$ cat src/include/csr_gen_cfg.svh
// CSR index generator configuration
// Widths and FIFO sizing shared by the package and the RTL blocks

`ifndef CSR_GEN_CFG_SVH
`define CSR_GEN_CFG_SVH

// ------------------------------------------------------------
// Field widths
// ------------------------------------------------------------
// Index, start, end, stride and data field
`define CSR_GEN_INDEX_W 16

// Array pointer and request offset
`define CSR_GEN_ADDR_W 32

// Shift amount applied to the index
`define CSR_GEN_SHIFT_W 3

// ------------------------------------------------------------
// Request FIFO sizing
// ------------------------------------------------------------
`define CSR_GEN_FIFO_DEPTH 16

// Leaves room for the requests still in the pipeline
`define CSR_GEN_PROG_THRESH 8

`endif

$ cat src/design/csr_gen_pkg.sv
// CSR index generator types
// Sequencer states, request status and the captured configuration

`include "csr_gen_cfg.svh"

package csr_gen_pkg;

    // ------------------------------------------------------------
    // Sequencer FSM
    // ------------------------------------------------------------
    typedef enum logic [2:0] {
        RESET       = 3'd0,
        IDLE        = 3'd1,
        SETUP_TRANS = 3'd2,
        SETUP       = 3'd3,
        START       = 3'd4,
        BUSY        = 3'd5,
        PAUSE       = 3'd6,
        DONE        = 3'd7
    } seq_state_e;

    // Carried with every request and set to LAST only on the final index
    typedef enum logic {
        RUNNING = 1'b0,
        LAST    = 1'b1
    } seq_status_e;

    // ------------------------------------------------------------
    // Configuration word
    // ------------------------------------------------------------
    typedef struct packed {
        logic [`CSR_GEN_ADDR_W-1:0]  array_pointer;
        logic [`CSR_GEN_INDEX_W-1:0] index_start;
        logic [`CSR_GEN_INDEX_W-1:0] index_end;
        logic [`CSR_GEN_INDEX_W-1:0] stride;
        logic [`CSR_GEN_SHIFT_W-1:0] shift_amount;
        // Set for a left shift and clear for a right shift
        logic                        shift_left;
    } index_config_t;

endpackage

$ cat src/design/csr_gen_config_regs.sv
// Configuration register block
// Registers the start pulse and holds the configuration word
// that steers the index sequencer

`timescale 1ns/1ps

`include "csr_gen_cfg.svh"

module csr_gen_config_regs (
    input  logic                          ap_clk,
    input  logic                          areset_generator,
    input  logic                          start,
    input  logic                          cfg_valid,
    input  logic [`CSR_GEN_ADDR_W-1:0]    cfg_array_pointer,
    input  logic [`CSR_GEN_INDEX_W-1:0]   cfg_index_start,
    input  logic [`CSR_GEN_INDEX_W-1:0]   cfg_index_end,
    input  logic [`CSR_GEN_INDEX_W-1:0]   cfg_stride,
    input  logic [`CSR_GEN_SHIFT_W-1:0]   cfg_shift_amount,
    input  logic                          cfg_shift_left,
    input  logic                          capture,
    output logic                          start_seen,
    output csr_gen_pkg::index_config_t    index_config
);

    logic load_config;

    // ------------------------------------------------------------
    // Start pulse
    // ------------------------------------------------------------
    always_ff @(posedge ap_clk) begin
        if (areset_generator) begin
            start_seen <= 1'b0;
        end else begin
            start_seen <= start;
        end
    end

    // ------------------------------------------------------------
    // Configuration word
    // ------------------------------------------------------------
    // Words outside the setup window are ignored
    assign load_config = cfg_valid & capture;

    always_ff @(posedge ap_clk) begin
        if (load_config) begin
            index_config.array_pointer <= cfg_array_pointer;
            index_config.index_start   <= cfg_index_start;
            index_config.index_end     <= cfg_index_end;
            index_config.stride        <= cfg_stride;
            index_config.shift_amount  <= cfg_shift_amount;
            index_config.shift_left    <= cfg_shift_left;
        end
    end

endmodule

$ cat src/design/index_sequencer.sv
// Index sequencer
// FSM that requests the configuration, then walks the index range
// by the stride, one index per cycle, pausing on FIFO near-full

`timescale 1ns/1ps

`include "csr_gen_cfg.svh"

module index_sequencer (
    input  logic                          ap_clk,
    input  logic                          areset_generator,
    input  logic                          start_seen,
    input  logic                          cfg_valid,
    input  csr_gen_pkg::index_config_t    index_config,
    input  logic                          near_full,
    output logic                          cfg_setup,
    output logic                          capture,
    output logic                          gen_valid,
    output logic [`CSR_GEN_INDEX_W-1:0]   gen_index,
    output logic                          gen_last,
    output logic                          done
);

    csr_gen_pkg::seq_state_e state;
    csr_gen_pkg::seq_state_e next_state;

    // One extra bit so count plus stride never wraps
    logic [`CSR_GEN_INDEX_W:0] count_q;
    logic [`CSR_GEN_INDEX_W:0] count_next;
    logic [`CSR_GEN_INDEX_W:0] index_end_ext;
    logic                      in_range;

    // Delays done until the builder pipeline has drained
    logic [1:0] done_dly;

    // ------------------------------------------------------------
    // State register and next state
    // ------------------------------------------------------------
    always_ff @(posedge ap_clk) begin
        if (areset_generator) begin
            state <= csr_gen_pkg::RESET;
        end else begin
            state <= next_state;
        end
    end

    always_comb begin
        next_state = state;
        case (state)
            csr_gen_pkg::RESET: next_state = csr_gen_pkg::IDLE;
            csr_gen_pkg::IDLE: begin
                if (start_seen) next_state = csr_gen_pkg::SETUP_TRANS;
            end
            csr_gen_pkg::SETUP_TRANS: next_state = csr_gen_pkg::SETUP;
            csr_gen_pkg::SETUP: begin
                if (cfg_valid) next_state = csr_gen_pkg::START;
            end
            csr_gen_pkg::START: next_state = csr_gen_pkg::BUSY;
            csr_gen_pkg::BUSY: begin
                // Still issues this cycle when entering PAUSE
                if (!in_range) begin
                    next_state = csr_gen_pkg::DONE;
                end else if (near_full) begin
                    next_state = csr_gen_pkg::PAUSE;
                end
            end
            csr_gen_pkg::PAUSE: begin
                if (!near_full) next_state = csr_gen_pkg::BUSY;
            end
            csr_gen_pkg::DONE: begin
                // Restart from done
                if (start_seen) next_state = csr_gen_pkg::SETUP_TRANS;
            end
            default: next_state = csr_gen_pkg::IDLE;
        endcase
    end

    assign cfg_setup = (state == csr_gen_pkg::SETUP_TRANS);
    assign capture   = (state == csr_gen_pkg::SETUP);

    // ------------------------------------------------------------
    // Stride counter and end test
    // ------------------------------------------------------------
    assign index_end_ext = {1'b0, index_config.index_end};
    assign count_next    = count_q + {1'b0, index_config.stride};
    assign in_range      = (count_q < index_end_ext);

    always_ff @(posedge ap_clk) begin
        if (areset_generator) begin
            count_q <= '0;
        end else if (state == csr_gen_pkg::START) begin
            count_q <= {1'b0, index_config.index_start};
        end else if (gen_valid) begin
            count_q <= count_next;
        end
    end

    assign gen_valid = (state == csr_gen_pkg::BUSY) & in_range;
    assign gen_index = count_q[`CSR_GEN_INDEX_W-1:0];
    // Final index when the next step leaves the range
    assign gen_last  = gen_valid & (count_next >= index_end_ext);

    // ------------------------------------------------------------
    // Done level
    // ------------------------------------------------------------
    always_ff @(posedge ap_clk) begin
        if (areset_generator) begin
            done_dly <= 2'b00;
        end else if (state == csr_gen_pkg::DONE) begin
            done_dly <= {done_dly[0], 1'b1};
        end else begin
            done_dly <= 2'b00;
        end
    end

    assign done = done_dly[1];

endmodule

$ cat src/design/request_builder.sv
// Request builder
// Two-stage pipeline turning an index into a memory request with
// base, shifted offset, index data and sequence status

`timescale 1ns/1ps

`include "csr_gen_cfg.svh"

module request_builder (
    input  logic                          ap_clk,
    input  logic                          areset_generator,
    input  logic                          gen_valid,
    input  logic [`CSR_GEN_INDEX_W-1:0]   gen_index,
    input  logic                          gen_last,
    input  csr_gen_pkg::index_config_t    index_config,
    output logic                          push,
    output logic [`CSR_GEN_ADDR_W-1:0]    entry_base,
    output logic [`CSR_GEN_ADDR_W-1:0]    entry_offset,
    output logic [`CSR_GEN_INDEX_W-1:0]   entry_index,
    output csr_gen_pkg::seq_status_e      entry_status
);

    logic [`CSR_GEN_ADDR_W-1:0]  index_ext;
    logic [`CSR_GEN_ADDR_W-1:0]  shifted;

    logic                        s1_valid;
    logic                        s1_last;
    logic [`CSR_GEN_INDEX_W-1:0] s1_index;
    logic [`CSR_GEN_ADDR_W-1:0]  s1_offset;

    // ------------------------------------------------------------
    // Stage 1 offset
    // ------------------------------------------------------------
    assign index_ext = {{(`CSR_GEN_ADDR_W-`CSR_GEN_INDEX_W){1'b0}}, gen_index};
    assign shifted   = index_config.shift_left ? (index_ext << index_config.shift_amount)
                                               : (index_ext >> index_config.shift_amount);

    always_ff @(posedge ap_clk) begin
        s1_last   <= gen_last;
        s1_index  <= gen_index;
        s1_offset <= shifted;
    end

    // ------------------------------------------------------------
    // Stage 2 base and status
    // ------------------------------------------------------------
    always_ff @(posedge ap_clk) begin
        entry_base   <= index_config.array_pointer;
        entry_offset <= s1_offset;
        entry_index  <= s1_index;
        entry_status <= s1_last ? csr_gen_pkg::LAST : csr_gen_pkg::RUNNING;
    end

    // Valid bits
    always_ff @(posedge ap_clk) begin
        if (areset_generator) begin
            s1_valid <= 1'b0;
            push     <= 1'b0;
        end else begin
            s1_valid <= gen_valid;
            push     <= s1_valid;
        end
    end

endmodule

$ cat src/design/request_fifo.sv
// Request FIFO
// Synchronous circular buffer with an occupancy count, a near-full
// flag at the programmed threshold and a registered read port

`timescale 1ns/1ps

`include "csr_gen_cfg.svh"

module request_fifo (
    input  logic                          ap_clk,
    input  logic                          areset_generator,
    input  logic                          push,
    input  logic [`CSR_GEN_ADDR_W-1:0]    entry_base,
    input  logic [`CSR_GEN_ADDR_W-1:0]    entry_offset,
    input  logic [`CSR_GEN_INDEX_W-1:0]   entry_index,
    input  csr_gen_pkg::seq_status_e      entry_status,
    input  logic                          pop,
    output logic                          near_full,
    output logic                          req_valid,
    output logic [`CSR_GEN_ADDR_W-1:0]    req_base,
    output logic [`CSR_GEN_ADDR_W-1:0]    req_offset,
    output logic [`CSR_GEN_INDEX_W-1:0]   req_index,
    output csr_gen_pkg::seq_status_e      req_status
);

    localparam int DEPTH = `CSR_GEN_FIFO_DEPTH;
    localparam int PTR_W = $clog2(DEPTH);
    localparam int CNT_W = PTR_W + 1;

    logic [`CSR_GEN_ADDR_W-1:0]  mem_base   [DEPTH];
    logic [`CSR_GEN_ADDR_W-1:0]  mem_offset [DEPTH];
    logic [`CSR_GEN_INDEX_W-1:0] mem_index  [DEPTH];
    csr_gen_pkg::seq_status_e    mem_status [DEPTH];

    logic [PTR_W-1:0] wr_ptr;
    logic [PTR_W-1:0] rd_ptr;
    logic [CNT_W-1:0] count;
    logic             full;
    logic             empty;
    logic             wr_en;
    logic             rd_en;

    assign full      = (count == CNT_W'(DEPTH));
    assign empty     = (count == '0);
    assign near_full = (count >= CNT_W'(`CSR_GEN_PROG_THRESH));

    // Pushes while full are dropped
    assign wr_en = push & ~full;
    assign rd_en = pop & ~empty;

    // ------------------------------------------------------------
    // Pointers and occupancy
    // ------------------------------------------------------------
    always_ff @(posedge ap_clk) begin
        if (areset_generator) begin
            wr_ptr <= '0;
            rd_ptr <= '0;
            count  <= '0;
        end else begin
            if (wr_en) wr_ptr <= wr_ptr + 1'b1;
            if (rd_en) rd_ptr <= rd_ptr + 1'b1;
            case ({wr_en, rd_en})
                2'b10:   count <= count + 1'b1;
                2'b01:   count <= count - 1'b1;
                default: count <= count;
            endcase
        end
    end

    // ------------------------------------------------------------
    // Storage and registered read
    // ------------------------------------------------------------
    always_ff @(posedge ap_clk) begin
        if (wr_en) begin
            mem_base[wr_ptr]   <= entry_base;
            mem_offset[wr_ptr] <= entry_offset;
            mem_index[wr_ptr]  <= entry_index;
            mem_status[wr_ptr] <= entry_status;
        end
        if (rd_en) begin
            req_base   <= mem_base[rd_ptr];
            req_offset <= mem_offset[rd_ptr];
            req_index  <= mem_index[rd_ptr];
            req_status <= mem_status[rd_ptr];
        end
    end

    always_ff @(posedge ap_clk) begin
        if (areset_generator) begin
            req_valid <= 1'b0;
        end else begin
            req_valid <= rd_en;
        end
    end

endmodule

$ cat src/design/csr_index_generator.sv
// CSR edge-list index generator
// Requests a configuration on start, then queues one memory request
// per index of the strided range for a downstream reader

`timescale 1ns/1ps

`include "csr_gen_cfg.svh"

module csr_index_generator (
    input  logic                          ap_clk,
    input  logic                          areset_generator,
    input  logic                          start,
    output logic                          cfg_setup,
    input  logic                          cfg_valid,
    input  logic [`CSR_GEN_ADDR_W-1:0]    cfg_array_pointer,
    input  logic [`CSR_GEN_INDEX_W-1:0]   cfg_index_start,
    input  logic [`CSR_GEN_INDEX_W-1:0]   cfg_index_end,
    input  logic [`CSR_GEN_INDEX_W-1:0]   cfg_stride,
    input  logic [`CSR_GEN_SHIFT_W-1:0]   cfg_shift_amount,
    input  logic                          cfg_shift_left,
    input  logic                          req_ready,
    output logic                          req_valid,
    output logic [`CSR_GEN_ADDR_W-1:0]    req_base,
    output logic [`CSR_GEN_ADDR_W-1:0]    req_offset,
    output logic [`CSR_GEN_INDEX_W-1:0]   req_index,
    output csr_gen_pkg::seq_status_e      req_status,
    output logic                          done
);

    logic                        start_seen;
    logic                        capture;
    csr_gen_pkg::index_config_t  index_config;

    logic                        gen_valid;
    logic [`CSR_GEN_INDEX_W-1:0] gen_index;
    logic                        gen_last;
    logic                        near_full;

    logic                        push;
    logic [`CSR_GEN_ADDR_W-1:0]  entry_base;
    logic [`CSR_GEN_ADDR_W-1:0]  entry_offset;
    logic [`CSR_GEN_INDEX_W-1:0] entry_index;
    csr_gen_pkg::seq_status_e    entry_status;

    csr_gen_config_regs u_config_regs (
        .ap_clk            (ap_clk),
        .areset_generator  (areset_generator),
        .start             (start),
        .cfg_valid         (cfg_valid),
        .cfg_array_pointer (cfg_array_pointer),
        .cfg_index_start   (cfg_index_start),
        .cfg_index_end     (cfg_index_end),
        .cfg_stride        (cfg_stride),
        .cfg_shift_amount  (cfg_shift_amount),
        .cfg_shift_left    (cfg_shift_left),
        .capture           (capture),
        .start_seen        (start_seen),
        .index_config      (index_config)
    );

    index_sequencer u_index_sequencer (
        .ap_clk           (ap_clk),
        .areset_generator (areset_generator),
        .start_seen       (start_seen),
        .cfg_valid        (cfg_valid),
        .index_config     (index_config),
        .near_full        (near_full),
        .cfg_setup        (cfg_setup),
        .capture          (capture),
        .gen_valid        (gen_valid),
        .gen_index        (gen_index),
        .gen_last         (gen_last),
        .done             (done)
    );

    request_builder u_request_builder (
        .ap_clk           (ap_clk),
        .areset_generator (areset_generator),
        .gen_valid        (gen_valid),
        .gen_index        (gen_index),
        .gen_last         (gen_last),
        .index_config     (index_config),
        .push             (push),
        .entry_base       (entry_base),
        .entry_offset     (entry_offset),
        .entry_index      (entry_index),
        .entry_status     (entry_status)
    );

    request_fifo u_request_fifo (
        .ap_clk           (ap_clk),
        .areset_generator (areset_generator),
        .push             (push),
        .entry_base       (entry_base),
        .entry_offset     (entry_offset),
        .entry_index      (entry_index),
        .entry_status     (entry_status),
        .pop              (req_ready),
        .near_full        (near_full),
        .req_valid        (req_valid),
        .req_base         (req_base),
        .req_offset       (req_offset),
        .req_index        (req_index),
        .req_status       (req_status)
    );

endmodule

$ cat config.mk
export PLATFORM = sky130hd
export DESIGN_NAME = csr_index_generator
export DESIGN_NICKNAME = d
export VERILOG_FILES = /design/src/design/csr_gen_pkg.sv /design/src/design/csr_gen_config_regs.sv /design/src/design/index_sequencer.sv /design/src/design/request_builder.sv /design/src/design/request_fifo.sv /design/src/design/csr_index_generator.sv
export VERILOG_INCLUDE_DIRS = /design/src /design/src/include
export SDC_FILE = /design/constraint.sdc
export NUM_CORES = 1
export LEC_CHECK = 0
export BUFFER_PORTS_ARGS = -buffer_cell sky130_fd_sc_hd__buf_4
export CAP_MARGIN = 10
export CORE_AREA = 2 2 228 398
export DETAILED_ROUTE_END_ITERATION = 8
export DIE_AREA = 0 0 230 400
export PLACE_DENSITY_LB_ADDON = 0.25
export SLEW_MARGIN = 20
export SYNTH_ARGS = -nofsm -noshare
export SYNTH_HDL_FRONTEND = slang
export SYNTH_SLANG_ARGS = --single-unit
$ cat constraint.sdc
create_clock -name ap_clk -period 7.9 [get_ports ap_clk]
set_input_delay 1.185 -clock ap_clk [delete_from_list [all_inputs] [get_ports ap_clk]]
set_output_delay 1.185 -clock ap_clk [all_outputs]
set_load 0.02 [all_outputs]
==> results of run 1 <==
-- sequential cells by signal, indices dropped and copies added (netlist names), 23 cells and up --
| name | count |
|---|---|
| u_request_fifo.req_offset | 23 |
| u_request_fifo.mem_offset | 368 |
| u_config_regs.index_config | 84 |
| u_request_fifo.req_base | 32 |
| u_request_fifo.mem_index | 256 |
| u_request_builder.entry_base | 32 |
| u_request_builder.s1_offset | 23 |
| u_request_fifo.mem_base | 512 |
| u_request_builder.entry_offset | 23 |
-- layout make-up --
| cell class | instances | area, um^2 |
|---|---|---|
| inverters | 37 | 138.9 |
| multi-input cells | 890 | 11750 |
| clock inverters | 85 | 959.7 |
| well taps | 1176 | 1471 |
| flip-flops and latches | 1459 | 42320 |
| clock buffers | 146 | 3214 |
| repair buffers | 210 | 1614 |
| fillers | 5371 | 27440 |
-- cell usage in the layout (no fill, tap or decap), types with 21 or more instances in the layout --
| cell | count |
|---|---|
| nor2_1 | 68 |
| clkinv_2 | 22 |
| buf_4 | 207 |
| edfxtp_1 | 1308 |
| inv_1 | 36 |
| clkinv_1 | 21 |
| ha_1 | 56 |
| o21ai_0 | 33 |
| nand2_1 | 59 |
| a21oi_1 | 49 |
| clkbuf_16 | 123 |
| dfxtp_1 | 147 |
| mux4_2 | 360 |
-- Yosys cell counts (10+ instances only) --
master,number
a211oi_1,13
a21o_1,15
a21oi_1,49
a31oi_1,15
and3_1,18
buf_1,13
buf_2,30
buf_4,14
clkbuf_1,67
dfxtp_1,151
edfxtp_1,1308
ha_1,56
inv_1,36
mux4_2,360
nand2_1,59
nand2b_1,11
nand3_1,17
nor2_1,81
nor2b_1,11
nor3_1,17
o21ai_0,33
xnor2_1,10
xor2_1,12
-- critical path, delay by kind of cell (launching register included) --
kind / cells / cell delay, ns
flops: 1 / 0.38
compound gates: 9 / 2.26
xor+xnor: 1 / 0.16
fa+ha+maj: 3 / 0.93
-- cells by family after synthesis --
family                     after synthesis  share of synthesized area, %
muxes                                  371                         15.06
other                                    1                      0.006868
DFF                                   1459                         77.47
adders and majority gates               58                         1.356
buffers and inverters                  163                         1.301
xor gates and xnor gates                22                        0.3529
AOI/OAI and AO/OA                      177                         2.223
and+or+nand+nor                        253                         2.236
-- stage by stage --
step	hold slack [ns]	setup WS [ns]
after CTS	0.3240	4.066
after global routing	0.3381	3.688
after detailed placement	0.3135	4.094
final	0.3260	4.033
after global placement	0.3130	3.951
after floorplan	0.3096	1.393
-- path summary, 6_finish.rpt --
path,startpoint,endpoint,slack [ns],cells past startpoint
hold / removal,u_request_builder.s1_offset[0],u_request_builder.entry_offset[0],0.33,0
hold reg to reg,u_request_builder.s1_offset[0],u_request_builder.entry_offset[0],0.33,0
setup reg to reg,u_config_regs.index_config[4],u_request_builder.s1_last,4.03,13
setup / recovery,u_config_regs.index_config[4],u_request_builder.s1_last,4.03,13
-- per-layer routing --
layer | global-route usage, % | wire (um)
met1 | 34.11 | 42970
met2 | 46.89 | 64110
met3 | 4.600 | 8994
met4 | 9.435 | 3984
met5 | 0 | 14
-- report_power, final --
group	switching, mW	total [mW]	internal (mW)
Sequential	0.0272	8.34	8.32
Clock	2.72	6.23	3.51
Combinational	0.0540	0.111	0.0569
==> results.sh, run 1 <==
export IMPL_clk_latency_ns=0.74
export IMPL_maxCapViolations=0
export IMPL_ys_flop_type="edfxtp_1"
export IMPL_placed_area_um2=57290
export IMPL_num_io_pins=173
export IMPL_setup_worst_path_end_class="register"
export IMPL_tritoncts="built"
export IMPL_grt_pass1_vias=27270
export IMPL_start_util_pct=61.42
export IMPL_row_count=145
export IMPL_slew_violations=0
export IMPL_grt_start_max_net_pins=122
export IMPL_postCtsSetupBuffers=0
export IMPL_clock_root_buffer="clkbuf_16"
export IMPL_final_area_um2=61460
export IMPL_fin_nets=2866
export IMPL_synthDistinctLibCells=70
export IMPL_wl_um=120100
export IMPL_ant_nets=0
export IMPL_timing_final_crit_share_pct=48.95
export IMPL_ctsHoldBuffers=0
export IMPL_hold_path_class="register to register"
export IMPL_postSynth_asyncResetShare_pct=0
export IMPL_antenna_found_initial=3
export IMPL_max_stage_delay_ns=0.42
export IMPL_fp_dieArea_um2=92000
export IMPL_io_buffers=163
export IMPL_slowest_stage="fa_1"
export IMPL_grt_use_total_pct=26.77
export IMPL_synthTopCellsByArea="edfxtp_1, mux4_2, dfxtp_1"
export IMPL_netlist_area_um2=54600
export IMPL_post_drt_wl_per_cell_um=29.99
export IMPL_syn_inst=2504
export IMPL_ys_ff_latch=1459
export IMPL_layout_drive_gt1_share_pct=28.48
export IMPL_placed_cells=3772
export IMPL_layout_cells_non_filler=4003
export IMPL_utilization_pct=69.14
export IMPL_clk_pin_slew_ns=0.07
export IMPL_path_cells="ha_1, fa_1, a21o_1, a221oi_2, a21oi_1, a31oi_1, xnor2_1, ha_1, a211o_1, a211oi_1, a31oi_1, a2111oi_0, a21oi_1"
export IMPL_h_tree_depth=3
export IMPL_yosysWarningCount=0
export IMPL_post_dp_hpwl_um=61260
export IMPL_via_per_inst=6.473
export IMPL_grt_pass1_wl_um=176900
export IMPL_core_region_area_um2=88900
export IMPL_vias=25910
export IMPL_drcViolationCount=0
export IMPL_ir_drop_mv=0.2126
export IMPL_slew_headroom_pct=24.68
export IMPL_grt_setup_unrepaired="no"
export IMPL_cts_resized=0
export IMPL_cts_buffers=121
export IMPL_synth_edf_count=1308
export IMPL_hold_viol_final=0
export IMPL_yosysTopAreaCellShare_pct=71.93
export IMPL_crit_path_start_kind="register"
export IMPL_area_delta_synth_final_pct=12.56
export IMPL_critical_path_class="register to register"
export IMPL_p_total_mw=14.68
export IMPL_cts_sinks=1459
export IMPL_die_width_um=230
export IMPL_outcome="complete, no violations"
export IMPL_antenna_cells=0
export IMPL_crit_required_ns=8.49
export IMPL_yosysTopAreaCell="edfxtp_1"
export IMPL_p_leak_nw=19.75
export IMPL_cp_max_fo=4
export IMPL_powerDensity_nw_per_um2=238.9
export IMPL_overflow=0
export IMPL_gp_congestion=0.9079
export IMPL_tightest_slew_ns=1.130
export IMPL_die_y_um=400
export IMPL_fin_crit_ns=3.867
export IMPL_ctsLongestPathBuffers=3
export IMPL_drtPass1Iterations=6
export IMPL_setup_viol=0
export IMPL_drt_iter0_markers=2429
export IMPL_skew_ns=0.02148
export IMPL_fin_tns_setup_ns=0
export IMPL_synth_avg_cell_area_um2=21.81
export IMPL_timing_fmax_mhz=258.6
export IMPL_arrival_ns=4.46
export IMPL_synth_seq_area_share_pct=77.47
No activity file was read; power rests on OpenSTA's default activity.
==> run 2, diff against run 1 <==
Clock period 7.9 ns to 3.9 ns, I/O delays scaled along.
==> run 2 against run 1 <==
Net effect:
- cell count is 0.50% higher
- global-route usage is 0.054 points lower
- first-iteration DRC count is 17% higher
- utilization is 0.35 points higher
- critical path depth stayed put
- total power is 98% higher
- via count hardly changed
- sequential share of layout area is 0.34 points lower
- hold slack worse by 0.29 ns
- non-clock buffer count is 28 higher
==> results.sh, run 2 (synthesis results as in run 1) <==
export IMPL_outcome="complete, no violations"
export IMPL_io_buffers=163
export IMPL_postCtsSetupBuffers=0
export IMPL_cts_resized=0
export IMPL_row_count=145
export IMPL_p_total_mw=29.06
export IMPL_timing_final_crit_share_pct=93.76
export IMPL_clock_root_buffer="clkbuf_16"
export IMPL_post_drt_wl_per_cell_um=29.81
export IMPL_largest_reg_flops=512
export IMPL_hold_ws_ns=0.03986
export IMPL_powerDensity_nw_per_um2=470.5
export IMPL_ir_drop_mv=0.3991
export IMPL_timing_fmax_mhz=273.5
export IMPL_num_io_pins=173
export IMPL_grt_use_total_pct=26.72
export IMPL_cp_max_fo=2
export IMPL_ctsLongestPathBuffers=3
export IMPL_maxCapViolations=0
export IMPL_n_fill_cell=5293
export IMPL_p_leak_nw=19.84
export IMPL_tritoncts="built"
export IMPL_vias=25890
export IMPL_antenna_found_initial=1
export IMPL_fp_dieArea_um2=92000
export IMPL_wl_met2_um=64210
export IMPL_arrival_ns=4.24
export IMPL_h_tree_depth=3
export IMPL_path_cells="ha_1, fa_1, a21o_1, a221oi_2, a21oi_1, a31oi_1, xnor2_1, ha_1, a211o_1, a211oi_1, a31oi_1, a2111oi_0, a21oi_1"
export IMPL_wl_um=119900
export IMPL_crit_path_start_kind="register"
export IMPL_skew_ns=0.03343
export IMPL_critPathTopFamily="compound AO/OA/AOI/OAI gates"
export IMPL_final_area_um2=61770
export IMPL_die_width_um=230
export IMPL_overflow=0
export IMPL_grt_pass1_vias=27330
export IMPL_crit_required_ns=4.48
export IMPL_slew_violations=0
export IMPL_largest_registers="u_request_fifo.mem_base: 512 flops, u_request_fifo.mem_offset: 368 flops, u_request_fifo.mem_index: 256 flops"
export IMPL_cts_sinks=1459
export IMPL_gp_congestion=0.9117
export IMPL_area_delta_synth_final_pct=13.12
export IMPL_core_region_area_um2=88900
export IMPL_start_util_pct=61.42
export IMPL_fin_nets=2892
export IMPL_grt_pass1_wl_um=176600
export IMPL_layout_drive_gt1_share_pct=28.38
export IMPL_regMostFlops="u_request_fifo.mem_base"
export IMPL_final_cell_mix="edfxtp_1, mux4_2, buf_4, dfxtp_1, clkbuf_16"
export IMPL_drt_iter0_markers=2838
export IMPL_antenna_cells=0
export IMPL_setup_viol=0
export IMPL_grt_setup_unrepaired="no"
export IMPL_grt_start_max_net_pins=86
export IMPL_final_common_cell="edfxtp_1"
export IMPL_hold_path_class="input pin to register"
export IMPL_met3WireLength_um=7867
export IMPL_drtPass1Iterations=5
export IMPL_max_stage_delay_ns=0.42
export IMPL_cts_buffers=119
export IMPL_clk_pin_slew_ns=0.06
export IMPL_setup_worst_path_end_class="register"
export IMPL_cp_num_buf_inv=0
export IMPL_clk_latency_ns=0.72
export IMPL_slowest_stage="fa_1"
export IMPL_fin_tns_setup_ns=0
export IMPL_critical_path_class="register to register"
export IMPL_highest_layer="met5"
export IMPL_via_per_inst=6.436
export IMPL_hold_viol_final=0
export IMPL_tightest_slew_ns=0.8858
export IMPL_slew_headroom_pct=40.95
export IMPL_ant_nets=0
export IMPL_wl_met1_um=43880
export IMPL_drcViolationCount=0
export IMPL_placed_area_um2=57770
export IMPL_fin_crit_ns=3.656
export IMPL_utilization_pct=69.49
export IMPL_die_y_um=400
export IMPL_post_dp_hpwl_um=62610
run 2: changes by cell type in the layout (fill, tap and decap cells not counted), sizes merged:
cell,previous run,this run
clkbuf,146,166
buf,210,230
inv,43,41
dlygate4sd3,0,8
clkinvlp,11,3
clkinv,50,41
bufinv,18,9
run 2: worst register-to-register path, stage by stage, from the launching register on:
cell,delay (ns)
edfxtp_1,0.39
ha_1,0.24
fa_1,0.42
a21o_1,0.21
a221oi_2,0.30
a21oi_1,0.15
a31oi_1,0.22
xnor2_1,0.16
ha_1,0.28
a211o_1,0.29
a211oi_1,0.25
a31oi_1,0.16
a2111oi_0,0.36
a21oi_1,0.11
run 2: metrics by stage:
stage | setup WS (ns) | std cells
after floorplan | -0.7054 | 2512
after CTS | 0.1992 | 4022
after global placement | 0.2592 | 3791
final | 0.2435 | 4023
after detailed placement | 0.2197 | 3791
after global routing | 0.06459 | 4023
run 2: metal layers:
metal	global-route usage [%]	up-vias
met5	0	-
met2	47.03	1154
met4	9.908	2
met3	3.676	189
met1	34.26	13740
li1	-	10810
run 2: cell type report:
class                           instances  area (um^2)  area share [%]
Timing Repair Buffer                  238         2177           3.524
Inverter                               37        138.9          0.2248
Clock inverter                         57        525.5          0.8507
Multi-Input combinational cell        890        11770           19.06
Clock buffer                          166         3369           5.455
Sequential cell                      1459        42320           68.50
Tap cell                             1176         1471           2.382
run 2: worst paths after layout:
| kind | from | endpoint | slack [ns] | cells past startpoint |
|---|---|---|---|---|
| worst max-delay path | u_config_regs.index_config[4] | u_request_builder.s1_last | 0.24 | 13 |
| worst min-delay path | cfg_array_pointer[5] | u_config_regs.index_config[57] | 0.04 | 1 |
| worst min register to register | u_request_builder.s1_index[0] | u_request_builder.entry_index[0] | 0.32 | 0 |
| worst max register to register | u_config_regs.index_config[4] | u_request_builder.s1_last | 0.24 | 13 |
run 2: report_power, final:
part / switching, mW / internal (mW)
clock network: 5.31 / 6.62
registers: 0.0546 / 16.8
logic: 0.112 / 0.123
total: 5.47 / 23.6
run 2: timing repair:
action | 4_1_cts | 5_1_grt
hold buffers | 8 | 0
endpoints found under the hold margin | 8 | 0
endpoints found under the setup margin | 0 | 0
